File: src/common/rv_pkg.sv
`default_nettype none

package rv_pkg;

	// Every RV32I operation the core recognises, plus a catch-all no-op
	typedef enum logic [5:0] {
		OP_LUI, OP_AUIPC, OP_JAL, OP_JALR,
		OP_BEQ, OP_BNE, OP_BLT, OP_BGE, OP_BLTU, OP_BGEU,
		OP_LB, OP_LH, OP_LW, OP_LBU, OP_LHU,
		OP_SB, OP_SH, OP_SW,
		OP_ADDI, OP_SLTI, OP_SLTIU, OP_XORI, OP_ORI, OP_ANDI,
		OP_SLLI, OP_SRLI, OP_SRAI,
		OP_ADD, OP_SUB, OP_SLL, OP_SLT, OP_SLTU,
		OP_XOR, OP_SRL, OP_SRA, OP_OR, OP_AND,
		OP_FENCE, OP_ECALL, OP_EBREAK,
		OP_NOP
	} rv_op_e;

	typedef enum logic [1:0] {
		SZ_BYTE,
		SZ_HALF,
		SZ_WORD
	} mem_size_e;

	typedef struct packed {
		rv_op_e      op;
		logic [4:0]  rd;
		logic [4:0]  rs1;
		logic [4:0]  rs2;
		logic [31:0] imm;    // Already sign-extended for the format
		logic        rd_we;  // Never set for x0
	} rv_decoded_t;

	typedef struct packed {
		logic        valid;
		logic        is_store;
		mem_size_e   size;
		logic        is_unsigned;
		logic [31:0] addr;   // Byte address, low bits pick the lane
		logic [31:0] wdata;  // Store data, still right-aligned
		logic [4:0]  rd;
	} mem_req_t;

	// Master to slave side of AXI4-Lite
	typedef struct packed {
		logic        awvalid;
		logic [31:0] awaddr;
		logic        wvalid;
		logic [31:0] wdata;
		logic [3:0]  wstrb;
		logic        bready;
		logic        arvalid;
		logic [31:0] araddr;
		logic        rready;
	} axil_req_t;

	// Slave to master side of AXI4-Lite
	typedef struct packed {
		logic        awready;
		logic        wready;
		logic        bvalid;
		logic [1:0]  bresp;
		logic        arready;
		logic        rvalid;
		logic [31:0] rdata;
		logic [1:0]  rresp;
	} axil_rsp_t;

endpackage

`default_nettype wire

File: src/umem/umem_axi.sv
`timescale 1ns/1ps
`default_nettype none

module umem_axi (
	input  wire                    clk,
	input  wire                    mif,
	input  wire rv_pkg::mem_req_t  i_req,
	output logic                   o_busy,
	output logic                   o_ld_we,
	output logic [4:0]             o_ld_rd,
	output logic [31:0]            o_ld_data,
	output rv_pkg::axil_req_t      o_axi,
	input  wire rv_pkg::axil_rsp_t i_axi
);
	import rv_pkg::*;

	typedef enum logic [2:0] {
		IDLE,
		WRITE,
		WRESP,
		READ,
		RRESP
	} state_e;

	state_e      state;
	logic        aw_pend;
	logic        w_pend;
	logic        aw_left;
	logic        w_left;
	logic        resp_done;
	logic [31:0] addr_q;
	logic [31:0] wdata_q;
	logic [3:0]  wstrb_q;
	mem_size_e   size_q;
	logic        unsigned_q;
	logic [4:0]  rd_q;
	logic [31:0] lane_data;
	logic [3:0]  lane_strb;
	logic [31:0] rdata_lane;

	// Trim store data to its size before moving it onto the addressed lane
	always_comb begin
		case (i_req.size)
			SZ_BYTE: begin
				lane_data = {24'd0, i_req.wdata[7:0]};
				lane_strb = 4'b0001;
			end
			SZ_HALF: begin
				lane_data = {16'd0, i_req.wdata[15:0]};
				lane_strb = 4'b0011;
			end
			default: begin
				lane_data = i_req.wdata;
				lane_strb = 4'b1111;
			end
		endcase
	end

	assign aw_left   = aw_pend & ~i_axi.awready;  // Still waiting on AW after this edge
	assign w_left    = w_pend & ~i_axi.wready;
	assign resp_done = ((state == WRESP) & i_axi.bvalid) | ((state == RRESP) & i_axi.rvalid);

	always_ff @(posedge clk or negedge mif) begin
		if (!mif) begin
			state   <= IDLE;
			aw_pend <= 1'b0;
			w_pend  <= 1'b0;
		end else begin
			case (state)
				IDLE: begin
					if (i_req.valid && i_req.is_store) begin
						state   <= WRITE;
						aw_pend <= 1'b1;
						w_pend  <= 1'b1;
					end else if (i_req.valid) begin
						state <= READ;
					end
				end
				WRITE: begin
					aw_pend <= aw_left;
					w_pend  <= w_left;
					if (!aw_left && !w_left)
						state <= WRESP;
				end
				READ:    state <= i_axi.arready ? RRESP : READ;
				default: state <= resp_done ? IDLE : state;
			endcase
		end
	end

	always_ff @(posedge clk) begin
		if (state == IDLE && i_req.valid) begin
			addr_q     <= i_req.addr;
			wdata_q    <= lane_data << {i_req.addr[1:0], 3'b000};
			wstrb_q    <= lane_strb << i_req.addr[1:0];
			size_q     <= i_req.size;
			unsigned_q <= i_req.is_unsigned;
			rd_q       <= i_req.rd;
		end
	end

	assign rdata_lane = i_axi.rdata >> {addr_q[1:0], 3'b000};

	always_comb begin
		case (size_q)
			SZ_BYTE: o_ld_data = {{24{~unsigned_q & rdata_lane[7]}}, rdata_lane[7:0]};
			SZ_HALF: o_ld_data = {{16{~unsigned_q & rdata_lane[15]}}, rdata_lane[15:0]};
			default: o_ld_data = rdata_lane;
		endcase
	end

	assign o_ld_we = (state == RRESP) & i_axi.rvalid;
	assign o_ld_rd = rd_q;
	assign o_busy  = (state == IDLE) ? i_req.valid : ~resp_done;  // Low in the response cycle

	always_comb begin
		o_axi.awvalid = aw_pend;
		o_axi.awaddr  = {addr_q[31:2], 2'b00};
		o_axi.wvalid  = w_pend;
		o_axi.wdata   = wdata_q;
		o_axi.wstrb   = wstrb_q;
		o_axi.bready  = (state == WRESP);
		o_axi.arvalid = (state == READ);
		o_axi.araddr  = {addr_q[31:2], 2'b00};
		o_axi.rready  = (state == RRESP);
	end

endmodule

`default_nettype wire

File: src/verilog/rv_core.sv
`timescale 1ns/1ps
`default_nettype none

module rv_core #(
	parameter logic [31:0] RESET_PC = 32'h8000_0000
) (
	input  wire                    clk,
	input  wire                    mif,
	output logic [31:0]            o_imem_addr,
	input  wire [31:0]             i_imem_data,
	output rv_pkg::axil_req_t      o_axi,
	input  wire rv_pkg::axil_rsp_t i_axi
);
	import rv_pkg::*;

	rv_decoded_t dec;
	mem_req_t    mem_req;
	logic [31:0] rs1_data;
	logic [31:0] rs2_data;
	logic [31:0] exe_result;
	logic        exe_we;
	logic        stall;
	logic        mem_busy;
	logic        ld_we;
	logic [4:0]  ld_rd;
	logic [31:0] ld_data;
	logic        wr_we;
	logic [4:0]  wr_rd;
	logic [31:0] wr_data;

	rv_decoder u_rv_decoder (
		.i_instr (i_imem_data),  // Fetch returns the word in the same cycle
		.o_dec   (dec)
	);

	rv_regfile u_rv_regfile (
		.clk        (clk),
		.mif        (mif),
		.i_rs1      (dec.rs1),
		.i_rs2      (dec.rs2),
		.o_rs1_data (rs1_data),
		.o_rs2_data (rs2_data),
		.i_we       (wr_we),
		.i_rd       (wr_rd),
		.i_wdata    (wr_data)
	);

	rv_execute #(
		.RESET_PC (RESET_PC)
	) u_rv_execute (
		.clk        (clk),
		.mif        (mif),
		.i_dec      (dec),
		.i_rs1_data (rs1_data),
		.i_rs2_data (rs2_data),
		.i_stall    (stall),
		.o_pc       (o_imem_addr),
		.o_result   (exe_result),
		.o_reg_we   (exe_we),
		.o_mem_req  (mem_req)
	);

	umem_axi u_umem_axi (
		.clk       (clk),
		.mif       (mif),
		.i_req     (mem_req),
		.o_busy    (mem_busy),
		.o_ld_we   (ld_we),
		.o_ld_rd   (ld_rd),
		.o_ld_data (ld_data),
		.o_axi     (o_axi),
		.i_axi     (i_axi)
	);

	// Hold PC and instruction until the memory response handshake
	assign stall = mem_req.valid & mem_busy;

	assign wr_we   = ld_we | exe_we;  // Never both in one cycle
	assign wr_rd   = ld_we ? ld_rd : dec.rd;
	assign wr_data = ld_we ? ld_data : exe_result;

endmodule

`default_nettype wire

File: src/verilog/rv_decoder.sv
`timescale 1ns/1ps
`default_nettype none

module rv_decoder (
	input  wire [31:0]          i_instr,
	output rv_pkg::rv_decoded_t o_dec
);
	import rv_pkg::*;

	typedef enum logic [6:0] {
		OPC_LOAD   = 7'b0000011,
		OPC_FENCE  = 7'b0001111,
		OPC_OPIMM  = 7'b0010011,
		OPC_AUIPC  = 7'b0010111,
		OPC_STORE  = 7'b0100011,
		OPC_OP     = 7'b0110011,
		OPC_LUI    = 7'b0110111,
		OPC_BRANCH = 7'b1100011,
		OPC_JALR   = 7'b1100111,
		OPC_JAL    = 7'b1101111,
		OPC_SYSTEM = 7'b1110011
	} opcode_e;

	opcode_e     opcode;
	logic [2:0]  funct3;
	logic [6:0]  funct7;
	logic [31:0] imm_i;
	logic [31:0] imm_s;
	logic [31:0] imm_b;
	logic [31:0] imm_u;
	logic [31:0] imm_j;
	logic [31:0] imm;
	logic        writes_rd;
	rv_op_e      op;

	assign opcode = opcode_e'(i_instr[6:0]);
	assign funct3 = i_instr[14:12];
	assign funct7 = i_instr[31:25];

	assign imm_i = {{20{i_instr[31]}}, i_instr[31:20]};
	assign imm_s = {{20{i_instr[31]}}, i_instr[31:25], i_instr[11:7]};
	assign imm_b = {{19{i_instr[31]}}, i_instr[31], i_instr[7], i_instr[30:25],
		i_instr[11:8], 1'b0};  // Offsets are in half-words, bit 0 is implicit
	assign imm_u = {i_instr[31:12], 12'd0};
	assign imm_j = {{11{i_instr[31]}}, i_instr[31], i_instr[19:12], i_instr[20],
		i_instr[30:21], 1'b0};

	always_comb begin
		op = OP_NOP;  // Anything not matched below runs as a no-op
		case (opcode)
			OPC_LUI:   op = OP_LUI;
			OPC_AUIPC: op = OP_AUIPC;
			OPC_JAL:   op = OP_JAL;
			OPC_JALR:  op = (funct3 == 3'b000) ? OP_JALR : OP_NOP;
			OPC_FENCE: op = (funct3 == 3'b000) ? OP_FENCE : OP_NOP;
			OPC_BRANCH: begin
				case (funct3)
					3'b000:  op = OP_BEQ;
					3'b001:  op = OP_BNE;
					3'b100:  op = OP_BLT;
					3'b101:  op = OP_BGE;
					3'b110:  op = OP_BLTU;
					3'b111:  op = OP_BGEU;
					default: op = OP_NOP;
				endcase
			end
			OPC_LOAD: begin
				case (funct3)
					3'b000:  op = OP_LB;
					3'b001:  op = OP_LH;
					3'b010:  op = OP_LW;
					3'b100:  op = OP_LBU;
					3'b101:  op = OP_LHU;
					default: op = OP_NOP;
				endcase
			end
			OPC_STORE: begin
				case (funct3)
					3'b000:  op = OP_SB;
					3'b001:  op = OP_SH;
					3'b010:  op = OP_SW;
					default: op = OP_NOP;
				endcase
			end
			OPC_OPIMM: begin
				case (funct3)
					3'b000:  op = OP_ADDI;
					3'b010:  op = OP_SLTI;
					3'b011:  op = OP_SLTIU;
					3'b100:  op = OP_XORI;
					3'b110:  op = OP_ORI;
					3'b111:  op = OP_ANDI;
					3'b001:  op = (funct7 == 7'b0000000) ? OP_SLLI : OP_NOP;
					default: begin
						if (funct7 == 7'b0000000)
							op = OP_SRLI;
						else if (funct7 == 7'b0100000)
							op = OP_SRAI;
					end
				endcase
			end
			OPC_OP: begin
				case ({funct7, funct3})
					10'b0000000_000: op = OP_ADD;
					10'b0100000_000: op = OP_SUB;
					10'b0000000_001: op = OP_SLL;
					10'b0000000_010: op = OP_SLT;
					10'b0000000_011: op = OP_SLTU;
					10'b0000000_100: op = OP_XOR;
					10'b0000000_101: op = OP_SRL;
					10'b0100000_101: op = OP_SRA;
					10'b0000000_110: op = OP_OR;
					10'b0000000_111: op = OP_AND;
					default:         op = OP_NOP;
				endcase
			end
			OPC_SYSTEM: begin
				if (i_instr[31:7] == 25'd0)
					op = OP_ECALL;
				else if (i_instr[31:7] == {12'h001, 13'd0})
					op = OP_EBREAK;
			end
			default: op = OP_NOP;
		endcase
	end

	always_comb begin
		case (opcode)
			OPC_STORE:          imm = imm_s;
			OPC_BRANCH:         imm = imm_b;
			OPC_LUI, OPC_AUIPC: imm = imm_u;
			OPC_JAL:            imm = imm_j;
			default:            imm = imm_i;  // Also carries shamt in bits 4:0
		endcase
	end

	assign writes_rd = !(op inside {OP_BEQ, OP_BNE, OP_BLT, OP_BGE, OP_BLTU, OP_BGEU,
		OP_SB, OP_SH, OP_SW, OP_FENCE, OP_ECALL, OP_EBREAK, OP_NOP});

	always_comb begin
		o_dec.op    = op;
		o_dec.rd    = i_instr[11:7];
		o_dec.rs1   = i_instr[19:15];
		o_dec.rs2   = i_instr[24:20];
		o_dec.imm   = imm;
		o_dec.rd_we = writes_rd && (i_instr[11:7] != 5'd0);
	end

endmodule

`default_nettype wire

File: src/verilog/rv_execute.sv
`timescale 1ns/1ps
`default_nettype none

module rv_execute #(
	parameter logic [31:0] RESET_PC = 32'h8000_0000
) (
	input  wire                 clk,
	input  wire                 mif,
	input  wire rv_pkg::rv_decoded_t i_dec,
	input  wire [31:0]          i_rs1_data,
	input  wire [31:0]          i_rs2_data,
	input  wire                 i_stall,
	output logic [31:0]         o_pc,
	output logic [31:0]         o_result,
	output logic                o_reg_we,
	output rv_pkg::mem_req_t    o_mem_req
);
	import rv_pkg::*;

	logic [31:0] pc;
	logic [31:0] pc_plus4;
	logic [31:0] pc_plus_imm;
	logic [31:0] rs1_plus_imm;
	logic [31:0] op_b;
	logic [31:0] target;
	logic        take;
	logic        is_load;
	logic        is_store;

	assign pc_plus4     = pc + 32'd4;
	assign pc_plus_imm  = pc + i_dec.imm;
	assign rs1_plus_imm = i_rs1_data + i_dec.imm;  // Load/store address and JALR target

	// Register-register ops take rs2, all others the immediate
	assign op_b = (i_dec.op inside {OP_ADD, OP_SUB, OP_SLL, OP_SLT, OP_SLTU, OP_XOR,
		OP_SRL, OP_SRA, OP_OR, OP_AND}) ? i_rs2_data : i_dec.imm;

	always_comb begin
		case (i_dec.op)
			OP_LUI:            o_result = i_dec.imm;
			OP_AUIPC:          o_result = pc_plus_imm;
			OP_JAL, OP_JALR:   o_result = pc_plus4;  // Link address
			OP_ADD, OP_ADDI:   o_result = i_rs1_data + op_b;
			OP_SUB:            o_result = i_rs1_data - op_b;
			OP_SLT, OP_SLTI:   o_result = {31'd0, $signed(i_rs1_data) < $signed(op_b)};
			OP_SLTU, OP_SLTIU: o_result = {31'd0, i_rs1_data < op_b};
			OP_XOR, OP_XORI:   o_result = i_rs1_data ^ op_b;
			OP_OR, OP_ORI:     o_result = i_rs1_data | op_b;
			OP_AND, OP_ANDI:   o_result = i_rs1_data & op_b;
			OP_SLL, OP_SLLI:   o_result = i_rs1_data << op_b[4:0];
			OP_SRL, OP_SRLI:   o_result = i_rs1_data >> op_b[4:0];
			OP_SRA, OP_SRAI:   o_result = $signed(i_rs1_data) >>> op_b[4:0];
			default:           o_result = 32'd0;
		endcase
	end

	always_comb begin
		case (i_dec.op)
			OP_JAL, OP_JALR: take = 1'b1;
			OP_BEQ:          take = (i_rs1_data == i_rs2_data);
			OP_BNE:          take = (i_rs1_data != i_rs2_data);
			OP_BLT:          take = ($signed(i_rs1_data) < $signed(i_rs2_data));
			OP_BGE:          take = ($signed(i_rs1_data) >= $signed(i_rs2_data));
			OP_BLTU:         take = (i_rs1_data < i_rs2_data);
			OP_BGEU:         take = (i_rs1_data >= i_rs2_data);
			default:         take = 1'b0;
		endcase
	end

	assign target = (i_dec.op == OP_JALR) ? {rs1_plus_imm[31:1], 1'b0} : pc_plus_imm;

	always_ff @(posedge clk or negedge mif) begin
		if (!mif)
			pc <= RESET_PC;
		else if (!i_stall)
			pc <= take ? target : pc_plus4;
	end

	assign is_load  = i_dec.op inside {OP_LB, OP_LH, OP_LW, OP_LBU, OP_LHU};
	assign is_store = i_dec.op inside {OP_SB, OP_SH, OP_SW};

	always_comb begin
		o_mem_req.valid    = is_load | is_store;
		o_mem_req.is_store = is_store;
		case (i_dec.op)
			OP_LB, OP_LBU, OP_SB: o_mem_req.size = SZ_BYTE;
			OP_LH, OP_LHU, OP_SH: o_mem_req.size = SZ_HALF;
			default:              o_mem_req.size = SZ_WORD;
		endcase
		o_mem_req.is_unsigned = i_dec.op inside {OP_LBU, OP_LHU};
		o_mem_req.addr        = rs1_plus_imm;
		o_mem_req.wdata       = i_rs2_data;
		o_mem_req.rd          = i_dec.rd;
	end

	assign o_pc     = pc;
	assign o_reg_we = i_dec.rd_we & ~o_mem_req.valid & ~i_stall;  // Loads write back via umem

endmodule

`default_nettype wire

File: src/verilog/rv_regfile.sv
`timescale 1ns/1ps
`default_nettype none

module rv_regfile (
	input  wire        clk,
	input  wire        mif,
	input  wire [4:0]  i_rs1,
	input  wire [4:0]  i_rs2,
	output logic [31:0] o_rs1_data,
	output logic [31:0] o_rs2_data,
	input  wire        i_we,
	input  wire [4:0]  i_rd,
	input  wire [31:0] i_wdata
);

	logic [31:0] regs [31:1];  // x0 has no storage

	always_ff @(posedge clk or negedge mif) begin
		if (!mif) begin
			for (int i = 1; i < 32; i++) begin
				regs[i] <= 32'd0;
			end
		end else if (i_we && (i_rd != 5'd0)) begin
			regs[i_rd] <= i_wdata;
		end
	end

	assign o_rs1_data = (i_rs1 == 5'd0) ? 32'd0 : regs[i_rs1];
	assign o_rs2_data = (i_rs2 == 5'd0) ? 32'd0 : regs[i_rs2];

endmodule

`default_nettype wire
File: config.mk
export PLATFORM = sky130hd
export DESIGN_NAME = rv_core
export DESIGN_NICKNAME = d
export VERILOG_FILES = /design/src/common/rv_pkg.sv /design/src/umem/umem_axi.sv /design/src/verilog/rv_core.sv /design/src/verilog/rv_decoder.sv /design/src/verilog/rv_execute.sv /design/src/verilog/rv_regfile.sv
export SDC_FILE = /design/constraint.sdc
export NUM_CORES = 2
export LEC_CHECK = 0
export BUFFER_PORTS_ARGS = -buffer_cell sky130_fd_sc_hd__buf_2
export CORE_AREA = 2 2 403 405
export CTS_BUF_LIST = sky130_fd_sc_hd__clkbuf_16
export DETAILED_ROUTE_END_ITERATION = 8
export DIE_AREA = 0 0 405 407
export PLACE_DENSITY_LB_ADDON = 0.2
export SKIP_LAST_GASP = 1
export SLEW_MARGIN = 20
export SYNTH_ARGS = -nofsm -noshare
export SYNTH_HDL_FRONTEND = slang
export SYNTH_SLANG_ARGS = --single-unit
File: constraint.sdc
create_clock -name clk -period 11.38 [get_ports clk]
set_input_delay 2.845 -clock clk [delete_from_list [all_inputs] [get_ports clk]]
set_output_delay 2.845 -clock clk [all_outputs]
set_load 0.02 [all_outputs]
# Word-level counts from Yosys, hierarchy flattened
# Index checks and enable logic that the tools add are counted.
classes:
  reduce_logical: 43
  n_eq_ne: 80
  n_shift: 6
  n_addsub: 5
  bitwise_logic: 21
  n_lt_le_gt_ge: 10
  muxes: 44
ops:
  columns: ["op", "n"]
  rows:
  - ["992-bit bitwise mux", 1]
  - ["32-bit one-hot mux with 13 select lines", 1]
  - ["32-bit binary-select mux with 5-bit select", 2]
  - ["32-bit 2-to-1 mux", 9]
  - ["32-bit demux with 5-bit select", 1]
  - ["32-bit less-than comparator", 4]
  - ["32-bit one-hot mux with 2 select lines", 2]
  - ["31-bit one-hot mux with 4 select lines", 1]
  - ["32-bit adder", 3]
  - ["6-bit by 5-bit equality test with 1-bit output, second input constant", 16]
  - ["6-bit one-hot mux with 11 select lines", 1]
  - ["32-bit greater-or-equal comparator", 2]
  - ["32-bit by 5-bit left shift with 32-bit output", 2]
  - ["32-bit by 5-bit >> shifter with 32-bit output", 2]
  - ["6-bit one-hot mux with 10 select lines", 1]
  - ["6-bit equality test, second input constant", 9]
  - ["6-bit by 4-bit equality test with 1-bit output, second input constant", 8]
  - ["6-bit one-hot mux with 7 select lines", 1]
  - ["10-bit by 3-bit equality test with 1-bit output, second input constant", 4]
  - ["6-bit one-hot mux with 6 select lines", 1]
  - ["32-bit by 3-bit adder with 32-bit output, second input constant", 1]
  - ["32-bit bitwise AND", 1]
  - ["32-bit equality test", 1]
  - ["32-bit != test", 1]
  - ["other kinds (59)", 134]
totals:
  inputBits: 75
  regBits: 1105
  elab_cells: 250

# Depth between registers and ports, before layout
logic_depth:
  depth_word: 14
  depth_mapped: 33
  depth_no_buf: 26

# By module
# From an unflattened synthesis, not the netlist that was laid out.
unflattened:
  cells_unflattened: 6851
  hier_area_um2: 76702.3
by_module_without_submodules:
  columns: ["module", "seq_area_each_um2", "area_per_inst_um2", "n_inst", "cells_per_inst"]
  rows:
  - ["rv_regfile", 24823.8, 53067.1, 1, 3704]
  - ["rv_execute", 802.0, 17411.7, 1, 2488]
  - ["umem_axi", 2407.3, 4401.7, 1, 395]
  - ["rv_decoder", 0.0, 1282.5, 1, 221]
  - ["rv_core", 0.0, 539.3, 1, 43]

# Worst setup path after synthesis
# Ideal clock, no wire load.
synth_path:
  path_kind: "input to register"
  from: "input i_imem_data[3]"
  to: "register u_umem_axi.addr_q[0] (enable)"
  path_stages: 11
  slack_ps: -1233
  path_buffers: 3
  setup_time_ps: 699
  arrival_time_ps: 11914
  cell_sequence: "nand4bb_1 > buf_2 > nor3_1 > a22oi_1 > o2111a_1 > buf_2 > clkbuf_1 > or3_1 > a21oi_1 > nor2_1 > nor4_1"
synth_via:
  elab_chain_len: 6
synth_lines:
  columns: ["element", "line_no", "source"]
  rows:
  - ["start: declaration", "rv_core.sv:10", "input wire [31:0] i_imem_data,"]
  - ["7-bit equality test (tied with other cells)", "rv_decoder.sv:50", "case (opcode)"]
  - ["6-bit one-hot mux with 11 select lines (*)", "rv_decoder.sv:50", null]
  - ["6-bit by 4-bit equality test with 1-bit output (tied with other cells)", "rv_execute.sv:79", "assign is_load = i_dec.op inside {OP_LB, OP_LH, OP_LW, OP_LBU, OP_LHU};"]
  - ["5-bit nonzero test / 3-bit nonzero test (equally long branches)", "rv_execute.sv:79, rv_execute.sv:80", null]
  - ["1-bit bitwise OR (*)", "rv_execute.sv:83", "o_mem_req.valid = is_load | is_store;"]
  - ["1-bit logical AND (*)", "umem_axi.sv:92", "if (state == IDLE && i_req.valid) begin"]
  - ["end signal: assignment", "umem_axi.sv:93", "addr_q <= i_req.addr;"]
  - ["end: declaration", "umem_axi.sv:31", "logic [31:0] addr_q;"]
# Every way passes the cells marked *; elsewhere a longest branch is shown, timed or not.
# A chain may end at the register's enable or synchronous reset.

# Worst setup path after layout
layout_path:
  from: "input i_imem_data[12]"
  to: "register u_rv_regfile.regs[286] (netlist name)"
layout_via:
  elab_chain_len: 13
layout_lines:
  columns: ["element", "line_no", "source"]
  rows:
  - ["branches (longest 13 deep; another with 32-bit subtractor)", null, null]
  - ["end signal: indexed assignment", "rv_regfile.sv:24", "regs[i_rd] <= i_wdata;"]
  - ["end: declaration", "rv_regfile.sv:16", "logic [31:0] regs [31:1];"]
# Several ways; the timed one is not identified.

==> impl_metrics.json <==
{
  "crit_arrival_ps": 11650,
  "hold_class": "reg2reg",
  "finalSetupViolations": 0,
  "rr_startpoint": "u_rv_regfile.regs[960]$_DFFE_PN0P_",
  "num-nets-final": 7495,
  "hpwlAfterDp_um": 203600,
  "track_usage_pct": 35.47,
  "path_buf_inv": 9,
  "fin_worst_skew_ps": 68.17,
  "drive_gt1_share_pct": 20.30,
  "area_delta_synth_final_pct": 11.11,
  "clk_latency_ps": 790,
  "maxCapViolCount": 0,
  "cts-root-buf": "clkbuf_16",
  "die_area_mm2": 0.1648,
  "grt_setup_unrepaired": "false",
  "clock.fmax_mhz": 90.29,
  "status": "finished clean",
  "critical_path.top_delay_family": "compound AO/OA/AOI/OAI gates",
  "reg2reg_depth": 25,
  "syn_area_mm2": 0.07180,
  "synth_compound_area_share_pct": 17.72,
  "synth_area_leader_cell": "dfrtp_1",
  "drt-total-wl_um": 293100,
  "drt-vias-per-instance": 6.412,
  "min_period_over_period_pct": 97.32,
  "whs_path_depth": 2,
  "grt_pass1_vias": 58770,
  "ys.flop_type": "dfrtp_1",
  "crit_required_ps": 11960,
  "synthTopCellsByArea": "dfrtp_1, mux4_2, o21ai_0",
  "leakage_nw": 33.99,
  "rrSetupSlack_ps": 3300,
  "route.detailed.drc": 0,
  "grt_antenna_before_repair": 5,
  "cts_buffers": 119,
  "synth_area_per_cell_um2": 9.877,
  "drtIter0Drc": 7116,
  "htree_levels": 3,
  "die_x_um": 405,
  "crit_top_cell": "buf_4",
  "async_reset_ff_share_pct": 93.12,
  "grt_overflow": 0,
  "synth_top_area_share_pct": 35.83,
  "startpoint_type": "primary input",
  "grt_max_degree": 157,
  "grt_pass1_wl_um": 422900,
  "synthSimpleGateAreaFrac_pct": 12.31,
  "slew_headroom_pct": 14.05,
  "finalHoldViolations": 0,
  "max_stage_delay_ps": 810,
  "first_pass_iters": 6,
  "synth_edf_count": 76,
  "place.gp.congestion": 1.038,
  "synth_top_family_by_area": "multiplexers",
  "synthCells": 7270,
  "cts_tree": "done",
  "clk_path_buf_depth": 3,
  "synth-adder-area-share_pct": 3.527,
  "row_count": 147,
  "yosys_warnings": 0,
  "wire_per_inst_um": 30.91,
  "die_y_um": 407,
  "cp-end-kind": "flop",
  "power.total_mw": 10.08,
  "seq_area_frac_synth_pct": 39.04,
  "slowest_stage": "nor3_4",
  "setup.worst_path.class": "in2reg",
  "r2r-end": "u_rv_regfile.regs[286]$_DFFE_PN0P_",
  "hold_end": "u_rv_regfile.regs[667]$_DFFE_PN0P_",
  "start_util_pct": 44.82,
  "synth_xor_area_share_pct": 1.256,
  "p_per_area_mw_per_mm2": 126.3,
  "core_mm2": 0.1602,
  "yosys_register_bits": 1105,
  "final_common_cell": "o21ai_0",
  "yosys-mux-area-fraction_pct": 21.22,
  "tightestPinTransition_ps": 1276,
  "report.final.slew_viol_count": 0,
  "clk_pin_slew_ps": 60,
  "ant_nets": 0,
  "pin_count": 212,
  "critical_path.max_fanout": 31,
  "portBuffers": 203,
  "final_cell_mix": "o21ai_0, nand2_1, dfrtp_1, mux4_2, nor2_1",
  "clock-sinks": 1105,
  "ir_drop_uv": 132.6,
  "ys_types": 90,
  "tns_ps": 0,
  "vias": 60820,
  "period_minus_slack_ps": 11080,
  "hp-start": "u_rv_regfile.regs[667]$_DFFE_PN0P_"
}
-- per-stage QoR --
step	cell area (µm²)	utilization (%)	hold WS [ps]	std cells	setup slack (ps)
finish	79780	49.80	494.8	9484	304.5
global route	79760	49.79	508.4	9477	118.0
global placement	75880	47.37	472.7	9257	-1618
detailed placement	75900	47.38	484.1	9257	-995.2
floorplan	71820	-	459.2	7273	793.3
CTS	79730	49.77	498.4	9474	27.79
-- logic make-up after synthesis --
family | count (synthesis)
AO/OA/AOI/OAI | 2160
AND/OR/NAND/NOR | 2049
flip-flops | 1105
buffers and inverters | 847
multiplexers | 805
adder cells (fa/ha/maj) | 200
XOR/XNOR | 103
other | 1
-- cells in the mapped netlist, types with 20 or more instances --
cell type / n
o21bai_1: 24
nand2b_1: 51
a22o_1: 78
a21o_1: 67
mux4_2: 563
xnor2_1: 62
o21ai_0: 1216
buf_2: 60
nand2_1: 1221
a211oi_1: 53
xor2_1: 41
nand3_1: 69
nor2b_1: 48
a31oi_1: 28
dfrtp_1: 1028
o221ai_1: 38
inv_1: 141
nor3_1: 148
edfxtp_1: 76
buf_1: 75
and3_1: 30
ha_1: 196
nor2_1: 305
o211ai_1: 34
mux2_2: 105
mux2i_1: 137
nand4_1: 33
o22ai_1: 43
clkbuf_1: 493
and2_1: 23
a22oi_1: 32
o31ai_1: 20
buf_4: 72
nor4_1: 20
a21oi_1: 308
a221oi_1: 34
or3_1: 26
-- cell type report --
type,count,area (µm²)
timing repair buffer,528,3870
tap,2160,2703
sequential,1105,28030
inverter,145,544.3
clock buffer,120,3003
multi-input combinational,5321,40790
fill,14710,80420
antenna,8,20.02
clock inverter,97,823.3
-- tightest hold or removal path: cells and delay by family (launching register included) --
| family | cells | cell delay (ps) |
|---|---|---|
| and+or+nand+nor | 1 | 50 |
| AOI/OAI and AO/OA | 1 | 60 |
| DFF | 1 | 350 |
-- per-layer routing --
layer	global-route usage (%)	up-vias	wire length (µm)
li1	-	26650	-
met1	46.24	30700	116600
met2	55.94	2817	134100
met3	6.517	645	23170
met4	19.92	4	19250
met5	0	-	24
-- registers in the layout, indices dropped and copies added (netlist names) --
name and flops:
u_umem_axi.size_q 2, u_umem_axi.aw_pend 1, u_umem_axi.addr_q 32, u_umem_axi.o_ld_rd 5, u_umem_axi.unsigned_q 1, u_rv_execute.o_pc 32
u_umem_axi.state 3, u_umem_axi.w_pend 1, u_umem_axi.wdata_q 32, u_rv_regfile.regs 992, u_umem_axi.wstrb_q 4
-- how the worst max path moves through the flow --
stage / slack [ps] / end / start / cells past startpoint
2_1_floorplan: 790 / u_rv_regfile.regs[735]$_DFFE_PN0P_ / i_imem_data[21] / 29
3_3_place_gp: -1620 / u_rv_regfile.regs[990]$_DFFE_PN0P_ / i_imem_data[12] / 32
3_5_place_dp: -1000 / u_rv_regfile.regs[286]$_DFFE_PN0P_ / i_imem_data[12] / 32
4_1_cts: 30 / u_rv_regfile.regs[286]$_DFFE_PN0P_ / i_imem_data[12] / 32
5_1_grt: 120 / u_rv_regfile.regs[286]$_DFFE_PN0P_ / i_imem_data[12] / 33
6_report: 300 / u_rv_regfile.regs[286]$_DFFE_PN0P_ / i_imem_data[12] / 33
-- report_power, final --
group / switching, mW / internal (mW)
Combinational: 1.32 / 0.669
Sequential: 0.165 / 4.06
Clock: 1.71 / 2.16
-- timing repair --
action | in CTS | in global routing
buffers inserted | 0 | 1
setup endpoints to repair | 31 | 93
hold buffers | 0 | 0
pin swaps | 1 | 1
gates resized for setup | 1 | 1
(Power assumes the default switching activity.)
